[src/pat_pkg.sv]
package pat_pkg;

	// ====================
	// widths
	// ====================
	localparam int d_width     = 8;  // data word
	localparam int d_adr_width = 3;  // register index
	localparam int i_width     = 23; // instruction word
	localparam int i_adr_width = 10; // program counter
	localparam int n_inputs    = 3;  // input ports
	localparam int op_width    = 4;  // every opcode field
	localparam int cond_width  = 2;

	// ====================
	// instruction fields
	// ====================
	// bits 19..12 once held field pointers and field_op, now zero
	// except for the cond pair sitting inside that range
	localparam int rn_lsb   = 20; // Rn, 22..20
	localparam int cond_lsb = 13; // cond, 14..13
	localparam int op8_lsb  = 8;  // opcode_i8, 11..8
	localparam int op3_lsb  = 4;  // i3 opcode overlays imm8[7:4]
	localparam int op0_lsb  = 0;  // i0 opcode overlays imm8[3:0]
	localparam int imm_lsb  = 0;  // imm8, 7..0

	// escape code, i8 -> i3 and i3 -> i0
	localparam logic [op_width-1:0] prefix_code = 4'b1111;

	// i8 space
	localparam logic [op_width-1:0] op8_ori  = 4'b0000;
	localparam logic [op_width-1:0] op8_orr  = 4'b0001;
	localparam logic [op_width-1:0] op8_andi = 4'b0010;
	localparam logic [op_width-1:0] op8_andr = 4'b0011;
	localparam logic [op_width-1:0] op8_addi = 4'b0100;
	localparam logic [op_width-1:0] op8_addr = 4'b0101;
	localparam logic [op_width-1:0] op8_subi = 4'b0110;
	localparam logic [op_width-1:0] op8_subr = 4'b0111;
	localparam logic [op_width-1:0] op8_ldi  = 4'b1000;
	localparam logic [op_width-1:0] op8_bf   = 4'b1101; // signed offset in imm8

	// i3 space, amount or port code in imm[2:0]
	localparam logic [op_width-1:0] op3_shlz = 4'b0000;
	localparam logic [op_width-1:0] op3_shlo = 4'b0010;
	localparam logic [op_width-1:0] op3_shrz = 4'b0100;
	localparam logic [op_width-1:0] op3_asr  = 4'b0110;
	localparam logic [op_width-1:0] op3_in   = 4'b1010; // own code, no longer aliases shrz
	localparam logic [op_width-1:0] op3_out  = 4'b1011;

	// i0 space
	localparam logic [op_width-1:0] op0_not  = 4'b0000;
	localparam logic [op_width-1:0] op0_test = 4'b0010;
	localparam logic [op_width-1:0] op0_nop  = 4'b1111;

	// condition codes
	localparam logic [cond_width-1:0] cond_z  = 2'd0;
	localparam logic [cond_width-1:0] cond_nz = 2'd1;
	localparam logic [cond_width-1:0] cond_n  = 2'd2;
	localparam logic [cond_width-1:0] cond_al = 2'd3;

	// ====================
	// types
	// ====================
	typedef logic [d_width-1:0]     data_t;
	typedef logic [d_adr_width-1:0] reg_adr_t;
	typedef logic [i_adr_width-1:0] pc_t;

	typedef enum logic [3:0] {
		alu_or,
		alu_and,
		alu_add,
		alu_sub,
		alu_pass_b, // ldi, in
		alu_not_a,
		alu_shlz,
		alu_shlo,
		alu_shrz,
		alu_asr
	} alu_op_e;

	// Rn 0, field bits 0, cond AL, then prefix, prefix, nop
	localparam logic [i_width-1:0] nop_instr =
		{3'd0, 5'd0, cond_al, 1'b0, prefix_code, prefix_code, op0_nop};

endpackage

[src/pat_stage_if.sv]
`timescale 1ns/100ps

// decode -> execute pipeline register contents plus the feedback
// from execute (branch flush and the write-back forwarding path)
interface pat_stage_if;
	import pat_pkg::*;

	// forward direction, registered in the decoder
	logic                  valid;     // one cycle per instruction
	alu_op_e               alu_op;
	data_t                 operand_a; // Rn
	data_t                 operand_b; // reg, imm, or input port
	reg_adr_t              dest;
	logic [cond_width-1:0] cond;
	logic                  wr_reg;
	logic                  do_out;
	logic                  do_test;
	logic                  do_branch;
	data_t                 offset;    // bf displacement

	// backward direction, combinational in execute
	logic                  flush;     // taken branch this cycle
	logic                  fwd_en;
	reg_adr_t              fwd_dest;
	data_t                 fwd_data;

	modport decode (
		output valid, alu_op, operand_a, operand_b, dest, cond,
		output wr_reg, do_out, do_test, do_branch, offset,
		input  flush, fwd_en, fwd_dest, fwd_data
	);

	modport execute (
		input  valid, alu_op, operand_a, operand_b, dest, cond,
		input  wr_reg, do_out, do_test, do_branch, offset,
		output flush, fwd_en, fwd_dest, fwd_data
	);

endinterface

[src/pat_alu.sv]
`timescale 1ns/100ps

module pat_alu (
	input  pat_pkg::alu_op_e i_op,
	input  pat_pkg::data_t   i_a,
	input  pat_pkg::data_t   i_b,
	output pat_pkg::data_t   o_y
);
	import pat_pkg::*;

	logic                      do_sub;
	data_t                     b_add;   // b or ~b into the adder
	data_t                     sum;     // add/sub result, mod 256
	logic [2:0]                amt;     // shift distance 1..4
	logic signed [d_width-1:0] a_s;
	data_t                     shlz_y, shlo_y, shrz_y, asr_y;

	// ====================
	// add / subtract
	// ====================
	// one adder for both, subtract as a + ~b + 1
	assign do_sub = (i_op == alu_sub);
	assign b_add  = do_sub ? ~i_b : i_b;
	assign sum    = i_a + b_add + {{(d_width-1){1'b0}}, do_sub};

	// ====================
	// shifter
	// ====================
	assign amt    = {1'b0, i_b[1:0]} + 3'd1; // only b[1:0] matters
	assign a_s    = i_a;
	assign shlz_y = i_a << amt;
	assign shlo_y = (i_a << amt) | ~({d_width{1'b1}} << amt); // ones into the low end
	assign shrz_y = i_a >> amt;
	assign asr_y  = a_s >>> amt; // sign bit copied down

	// result select
	always_comb
	begin
		case (i_op)
			alu_or:    o_y = i_a | i_b;
			alu_and:   o_y = i_a & i_b;
			alu_add:   o_y = sum;
			alu_sub:   o_y = sum;
			alu_not_a: o_y = ~i_a;
			alu_shlz:  o_y = shlz_y;
			alu_shlo:  o_y = shlo_y;
			alu_shrz:  o_y = shrz_y;
			alu_asr:   o_y = asr_y;
			default:   o_y = i_b; // pass_b
		endcase
	end

endmodule

[src/pat_decoder.sv]
`timescale 1ns/100ps

module pat_decoder (
	input  logic                         clk,
	input  logic                         reset,
	input  logic [pat_pkg::i_width-1:0]  i_instruction,
	input  pat_pkg::data_t               i_in_0,
	input  pat_pkg::data_t               i_in_1,
	input  pat_pkg::data_t               i_in_2,
	output pat_pkg::reg_adr_t            o_rd_adr_a,
	output pat_pkg::reg_adr_t            o_rd_adr_b,
	input  pat_pkg::data_t               i_rd_data_a,
	input  pat_pkg::data_t               i_rd_data_b,
	pat_stage_if.decode                  stage
);
	import pat_pkg::*;

	logic [op_width-1:0]   op8, op3, op0;
	logic [cond_width-1:0] cond;
	reg_adr_t              rn;
	data_t                 imm;
	logic                  is_i8, is_i3;
	alu_op_e               alu_op;
	logic                  wr_reg, do_out, do_test, do_branch;
	logic                  use_reg_b, use_in;
	data_t                 ins [n_inputs];
	data_t                 in_value, op_a, reg_b, op_b;
	logic                  drop; // discard the word now on i_instruction

	// ====================
	// field split
	// ====================
	assign rn   = i_instruction[rn_lsb +: d_adr_width];
	assign cond = i_instruction[cond_lsb +: cond_width];
	assign op8  = i_instruction[op8_lsb +: op_width];
	assign op3  = i_instruction[op3_lsb +: op_width];
	assign op0  = i_instruction[op0_lsb +: op_width];
	assign imm  = i_instruction[imm_lsb +: d_width];

	assign is_i8 = (op8 != prefix_code);
	assign is_i3 = !is_i8 && (op3 != prefix_code); // else i0 space

	always_comb
	begin
		alu_op    = alu_pass_b; // ldi and in pass b straight through
		wr_reg    = 1'b1;
		do_out    = 1'b0;
		do_test   = 1'b0;
		do_branch = 1'b0;
		if (is_i8)
		begin
			case (op8)
				op8_ori, op8_orr:   alu_op = alu_or;
				op8_andi, op8_andr: alu_op = alu_and;
				op8_addi, op8_addr: alu_op = alu_add;
				op8_subi, op8_subr: alu_op = alu_sub;
				op8_ldi: ;
				op8_bf:
				begin
					wr_reg    = 1'b0;
					do_branch = 1'b1;
				end
				default: wr_reg = 1'b0; // unknown, behaves as nop
			endcase
		end
		else if (is_i3)
		begin
			case (op3)
				op3_shlz: alu_op = alu_shlz;
				op3_shlo: alu_op = alu_shlo;
				op3_shrz: alu_op = alu_shrz;
				op3_asr:  alu_op = alu_asr;
				op3_in: ;
				op3_out:
				begin
					wr_reg = 1'b0;
					do_out = 1'b1; // value is operand a
				end
				default: wr_reg = 1'b0;
			endcase
		end
		else
		begin
			case (op0)
				op0_not: alu_op = alu_not_a;
				op0_test:
				begin
					wr_reg  = 1'b0;
					do_test = 1'b1;
				end
				default: wr_reg = 1'b0; // nop and unknown
			endcase
		end
	end

	// ====================
	// operands
	// ====================
	assign use_reg_b = is_i8 && (op8 inside {op8_orr, op8_andr, op8_addr, op8_subr});
	assign use_in    = is_i3 && (op3 == op3_in);

	assign o_rd_adr_a = rn;
	assign o_rd_adr_b = imm[d_adr_width-1:0];

	assign ins = '{i_in_0, i_in_1, i_in_2};

	// one-hot port code
	always_comb
	begin
		case (imm[2:0])
			3'b010:  in_value = ins[1];
			3'b100:  in_value = ins[2];
			default: in_value = ins[0]; // 001 and any invalid code
		endcase
	end

	// bypass the value execute writes at this same edge
	assign op_a  = (stage.fwd_en && stage.fwd_dest == rn) ? stage.fwd_data : i_rd_data_a;
	assign reg_b = (stage.fwd_en && stage.fwd_dest == o_rd_adr_b) ?
		stage.fwd_data : i_rd_data_b;
	assign op_b  = use_in ? in_value : (use_reg_b ? reg_b : imm); // imm also carries shift amt

	// ====================
	// stage register
	// ====================
	always_ff @(posedge clk)
	begin
		if (reset)
		begin
			stage.valid <= 1'b0;
			drop        <= 1'b1; // word fetched during reset is stale
		end
		else if (stage.flush)
		begin
			stage.valid <= 1'b0; // kill the first shadow slot
			drop        <= 1'b1; // and the second one next cycle
		end
		else
		begin
			stage.valid <= !drop;
			drop        <= 1'b0;
		end
	end

	always_ff @(posedge clk)
	begin
		stage.alu_op    <= alu_op;
		stage.operand_a <= op_a;
		stage.operand_b <= op_b;
		stage.dest      <= rn;
		stage.cond      <= cond;
		stage.wr_reg    <= wr_reg;
		stage.do_out    <= do_out;
		stage.do_test   <= do_test;
		stage.do_branch <= do_branch;
		stage.offset    <= imm;
	end

endmodule

[src/pat_execute.sv]
`timescale 1ns/100ps

module pat_execute (
	input  logic              clk,
	input  logic              reset,
	pat_stage_if.execute      stage,
	output logic              o_wr_en,
	output pat_pkg::reg_adr_t o_wr_adr,
	output pat_pkg::data_t    o_wr_data,
	output logic              o_branch,
	output pat_pkg::data_t    o_offset,
	output pat_pkg::data_t    o_out_value,
	output logic              o_out_valid
);
	import pat_pkg::*;

	logic  z_flag;  // set only by test
	logic  n_flag;
	logic  cond_ok;
	logic  commit;  // valid and condition met
	data_t alu_y;

	pat_alu u_alu (
		.i_op (stage.alu_op),
		.i_a  (stage.operand_a),
		.i_b  (stage.operand_b),
		.o_y  (alu_y)
	);

	// ====================
	// condition check
	// ====================
	always_comb
	begin
		case (stage.cond)
			cond_z:  cond_ok = z_flag;
			cond_nz: cond_ok = !z_flag; // zero flag, not n
			cond_n:  cond_ok = n_flag;
			default: cond_ok = 1'b1;    // al
		endcase
	end

	assign commit = stage.valid && cond_ok;

	// ====================
	// write back, branch
	// ====================
	// reg file write lands on the edge that ends this cycle
	assign o_wr_en   = commit && stage.wr_reg;
	assign o_wr_adr  = stage.dest;
	assign o_wr_data = alu_y;

	// same value bypassed to the instruction now in decode
	assign stage.fwd_en   = o_wr_en;
	assign stage.fwd_dest = stage.dest;
	assign stage.fwd_data = alu_y;

	assign o_branch    = commit && stage.do_branch; // taken bf
	assign o_offset    = stage.offset;
	assign stage.flush = o_branch;                  // squash the two shadow slots

	// flags and output strobe
	always_ff @(posedge clk)
	begin
		if (reset)
		begin
			z_flag      <= 1'b0;
			n_flag      <= 1'b0;
			o_out_valid <= 1'b0;
		end
		else
		begin
			o_out_valid <= commit && stage.do_out; // one cycle pulse
			if (commit && stage.do_test)
			begin
				z_flag <= (stage.operand_a == '0);
				n_flag <= stage.operand_a[d_width-1];
			end
		end
	end

	// output port data, held between writes
	always_ff @(posedge clk)
	begin
		if (commit && stage.do_out)
		begin
			o_out_value <= stage.operand_a;
		end
	end

endmodule

[src/pat_pc.sv]
`timescale 1ns/100ps

module pat_pc (
	input  logic           clk,
	input  logic           reset,
	input  logic           i_branch,
	input  pat_pkg::data_t i_offset,
	output pat_pkg::pc_t   o_pc,
	output logic           o_jump
);
	import pat_pkg::*;

	pc_t pc_q;
	pc_t issued [2]; // [0] shown last cycle, [1] two cycles back
	pc_t offset_ext;
	pc_t target;

	// the instruction in execute was fetched two cycles ago
	assign offset_ext = {{(i_adr_width-d_width){i_offset[d_width-1]}}, i_offset};
	assign target     = issued[1] + offset_ext;

	always_ff @(posedge clk)
	begin
		if (reset)
		begin
			pc_q   <= '0;
			o_jump <= 1'b0;
		end
		else
		begin
			o_jump <= i_branch; // high the cycle the target shows
			if (i_branch)
				pc_q <= target;
			else
				pc_q <= pc_q + 1'b1;
		end
	end

	// address history
	always_ff @(posedge clk)
	begin
		issued[0] <= pc_q;
		issued[1] <= issued[0];
	end

	assign o_pc = pc_q;

endmodule

[src/pat_reg_file.sv]
`timescale 1ns/100ps

module pat_reg_file (
	input  logic              clk,
	input  pat_pkg::reg_adr_t i_rd_adr_a,
	input  pat_pkg::reg_adr_t i_rd_adr_b,
	output pat_pkg::data_t    o_rd_data_a,
	output pat_pkg::data_t    o_rd_data_b,
	input  logic              i_wr_en,
	input  pat_pkg::reg_adr_t i_wr_adr,
	input  pat_pkg::data_t    i_wr_data
);
	import pat_pkg::*;

	data_t regs [2**d_adr_width]; // r0..r7

	// asynchronous reads, old value on a same-cycle write
	// (the decoder bypass covers that case)
	assign o_rd_data_a = regs[i_rd_adr_a];
	assign o_rd_data_b = regs[i_rd_adr_b];

	always_ff @(posedge clk)
	begin
		if (i_wr_en)
		begin
			regs[i_wr_adr] <= i_wr_data;
		end
	end

endmodule

[src/pat_top.sv]
`timescale 1ns/100ps

module pat_top (
	input  logic                        clk,
	input  logic                        reset,
	input  logic [pat_pkg::i_width-1:0] i_instruction, // word at o_pc, one cycle late
	input  pat_pkg::data_t              i_in_0,
	input  pat_pkg::data_t              i_in_1,
	input  pat_pkg::data_t              i_in_2,
	output pat_pkg::pc_t                o_pc,
	output logic                        o_jump,
	output pat_pkg::data_t              o_out_value,
	output logic                        o_out_valid
);
	import pat_pkg::*;

	reg_adr_t rd_adr_a, rd_adr_b;
	data_t    rd_data_a, rd_data_b;
	logic     wr_en;
	reg_adr_t wr_adr;
	data_t    wr_data;
	logic     branch;
	data_t    offset;

	pat_stage_if stage_bus ();

	// ====================
	// stage 1, decode
	// ====================
	pat_decoder u_decoder (
		.clk           (clk),
		.reset         (reset),
		.i_instruction (i_instruction),
		.i_in_0        (i_in_0),
		.i_in_1        (i_in_1),
		.i_in_2        (i_in_2),
		.o_rd_adr_a    (rd_adr_a),
		.o_rd_adr_b    (rd_adr_b),
		.i_rd_data_a   (rd_data_a),
		.i_rd_data_b   (rd_data_b),
		.stage         (stage_bus.decode)
	);

	pat_reg_file u_reg_file (
		.clk         (clk),
		.i_rd_adr_a  (rd_adr_a),
		.i_rd_adr_b  (rd_adr_b),
		.o_rd_data_a (rd_data_a),
		.o_rd_data_b (rd_data_b),
		.i_wr_en     (wr_en),
		.i_wr_adr    (wr_adr),
		.i_wr_data   (wr_data)
	);

	// ====================
	// stage 2, execute
	// ====================
	pat_execute u_execute (
		.clk         (clk),
		.reset       (reset),
		.stage       (stage_bus.execute),
		.o_wr_en     (wr_en),
		.o_wr_adr    (wr_adr),
		.o_wr_data   (wr_data),
		.o_branch    (branch),
		.o_offset    (offset),
		.o_out_value (o_out_value),
		.o_out_valid (o_out_valid)
	);

	pat_pc u_pc (
		.clk      (clk),
		.reset    (reset),
		.i_branch (branch),
		.i_offset (offset),
		.o_pc     (o_pc),
		.o_jump   (o_jump)
	);

endmodule

[config.mk]
export PLATFORM = sky130hd
export DESIGN_NAME = pat_top
export DESIGN_NICKNAME = d
export VERILOG_FILES = /design/src/pat_pkg.sv /design/src/pat_stage_if.sv /design/src/pat_alu.sv /design/src/pat_decoder.sv /design/src/pat_execute.sv /design/src/pat_pc.sv /design/src/pat_reg_file.sv /design/src/pat_top.sv
export SDC_FILE = /design/constraint.sdc
export NUM_CORES = 1
export LEC_CHECK = 0
export BUFFER_PORTS_ARGS = -buffer_cell sky130_fd_sc_hd__clkbuf_2
export CORE_MARGIN = 3
export CORE_UTILIZATION = 45
export CTS_BUF_LIST = sky130_fd_sc_hd__clkbuf_16
export CTS_CLUSTER_SIZE = 24
export DETAILED_ROUTE_END_ITERATION = 8
export PLACE_DENSITY = 0.74
export RECOVER_POWER = 100
export SLEW_MARGIN = 20
export SYNTH_ARGS = -nofsm -noshare
export SYNTH_HDL_FRONTEND = slang
export SYNTH_SLANG_ARGS = --single-unit
export TNS_END_PERCENT = 50
[constraint.sdc]
create_clock -name clk -period 10.68 [get_ports clk]
set_input_delay 1.068 -clock clk [delete_from_list [all_inputs] [get_ports clk]]
set_output_delay 1.068 -clock clk [all_outputs]
set_load 0.02 [all_outputs]
==> metrics <==
share of synthesized cell area in and, or, nand and nor gates 11.6%; Synth Area in Adders 3.84%; WL per Instance 20.8 um; Final Util 52.2%; CTS resizes 0; CTS Sinks 137; first-pass GRT wire length 30800 um; vias per cell 6.23; Peak Freq 172 MHz; max_slew headroom -15.1%; Power Dens Cells 162 mW/mm^2; Top reg by flops u_reg_file.regs; diode count 0; reg2reg path depth 12; post-synthesis mux area share 14.4%; synthesized area per cell 11.1 sq um; total negative slack 0 ps; Detail Placement HPWL 13600 um; Worst EP required 10790 ps; Die Y 135 um; EDFF count, synth 72; Cells after Synth 673; Yosys top cell area share 28.8%; hold path start u_pc.issued[0][8]; post-cts hold buffer count 0; synth top area cells edfxtp_1, dfxtp_1, mux4_2; Psw 0.374 mW; synthesized cell area 0.00750 sq mm; die width 135 um; largest net degree at the start of global routing 30; GRT overflow 0; DRC viols 0; Synth async-reset ratio 0%; vias in the first global route 5693; post-synth cell types 80; Worst setup startpoint u_decoder.stage.dest[0]; status finished, violations left; synth warn 0; TritonCTS Buffers 17; xor and xnor area share after synthesis 3.62%; Yosys top cell by area edfxtp_1; GRT Total Usage 21.7%; Worst Tran Pin Value 1730 ps; data arrival time of the worst path 5910 ps; r2r setup slk 4870 ps; postcts setup bufs 0; P_int 0.986 mW; leading cell types in the layout, fill and taps excluded edfxtp_1, dfxtp_1, nand2_1; RR Endpoint u_reg_file.regs[0][4]; sequential power share 43.6%; Final ANT Viol Nets 0; I/O Pins 69; Layout area overhead 12.2%; final hold vios 0; largest family of logic cells by synthesized area compound AO/OA/AOI/OAI gates; WHS Path Cells 0; #FFs+latches synth 137; routability-driven placement congestion ratio 0.925; Initial Utilization 46.5%; Worst-Skew Late Latency 410 ps; Slew Viols, Final 57; num rows 46; die area 0.0182 sq mm; reg2reg start u_decoder.stage.dest[0]; Synth Area in Compound Gates 16.3%; initial antenna violation count 0; DRT Pass-1 Iters 6; Worst Hold End u_pc.issued[0][18]; Root Buffer clkbuf_16; WS Path Type flip-flop to flip-flop; Critical Path Source Type flip-flop; post-place setup slack 6350 ps; # Max-Cap Violations 3; Setup crit end kind flip-flop; CTS H-tree depth 4; Leak 3.10 nW; min Tclk post-route 5810 ps; DR iter-0 viols 850; Top FF cell, synth edfxtp_1; Hold Crit Class flip-flop to flip-flop; final worst setup slack 4870 ps; Clock Power Share 40.6%; Sw Ratio 27.5%; Clock Path Buffers 2; DR vias 5905; Worst-path clk slew 60 ps; crit share post-route 54.4%; maximum vdd drop 141 uV; failing checks max-capacitance violations, max-slew violations; Clock Skews 9.34 ps; WL final 19800 um; overall power 1.36 mW; Final #Nets 789; TritonCTS clock tree yes; post-synthesis sequential area ratio 46.2%; core area 0.0161 sq mm; commonest non-fill, non-tap cell in the layout edfxtp_1; RSZ-0062 raised after global routing no; Setup violations, final 0; max reg flops 64; CP max FO 24; share of layout cells above drive strength 1 15.3%; Comb power frac 15.8%; Syn Nets 743; PortBufs 62
[stage by stage]
step           hold slack (ps)  cells  instance area (sq um)
6_report                   326    948                   8410
5_1_grt                    339    948                   8410
4_1_cts                    329    948                   8490
3_5_place_dp               313    916                   7930
3_3_place_gp               311    916                   7930
2_1_floorplan              310    673                   7500
[Yosys cell counts, types with 7 or more instances]
library cell,n
edfxtp_1,72
dfxtp_1,65
nand2_1,55
nor2_1,48
a21oi_1,34
o21ai_0,31
mux4_2,30
clkbuf_1,25
ha_1,19
inv_1,18
a211oi_1,17
nor3_1,16
xor2_1,16
xnor2_1,15
nand3_1,14
mux2i_1,13
and3_1,10
nor2b_1,10
a31oi_1,7
nand4_1,7
o21a_1,7
o22ai_1,7
[routing by layer]
metal	global-route usage, %	part of all wire, %	routed length [um]
met4	7.84	2.8	548
met1	29.4	41	8110
met2	34.2	47	9330
met3	5.40	8.9	1770
met5	0	0	0
[final cells by class]
cell class / instances / area, sq um
clock buffer: 17 / 425
clock inverter: 15 / 141
fill: 1440 / 7710
inverter: 25 / 96.3
multi-input combinational: 470 / 3700
sequential: 137 / 3460
tap: 216 / 270
timing repair buffer: 68 / 312
[power groups by stage]
stage	clock network, mW	logic (mW)	registers [mW]
2_1_floorplan	0	0.161	0.596
3_3_place_gp	0	0.206	0.603
3_5_place_dp	0	0.212	0.604
4_1_cts	0.557	0.214	0.593
5_1_grt	0.586	0.234	0.595
6_report	0.552	0.215	0.593
[cells by family after synthesis]
group                    after synthesis
multiplexers                          57
adder cells (fa/ha/maj)               22
AND/OR/NAND/NOR                      184
XOR/XNOR                              31
flip-flops                           137
AO/OA/AOI/OAI                        176
buffers and inverters                 66
[worst max path at each step]
stage	endpoint	slack, ps	cells past startpoint
after floorplan	u_reg_file.regs[0][5]	7340	14
after global placement	u_reg_file.regs[0][4]	6490	11
after detailed placement	u_reg_file.regs[1][4]	6350	11
after CTS	u_reg_file.regs[6][4]	6350	11
after global routing	u_reg_file.regs[0][4]	4480	12
final	u_reg_file.regs[0][4]	4870	12
[critical path, cell delays in order (launching register included)]
cell and delay, ps:
dfxtp_1 300, clkbuf_1 1180, mux4_1 730, mux2i_1 870, inv_1 450, ha_1 480
o21ai_0 140, nor2_1 120, o31a_1 140, o211a_1 170, o211ai_1 110, a21boi_0 550
inv_1 250
No activity file was read; power rests on OpenSTA's default activity.
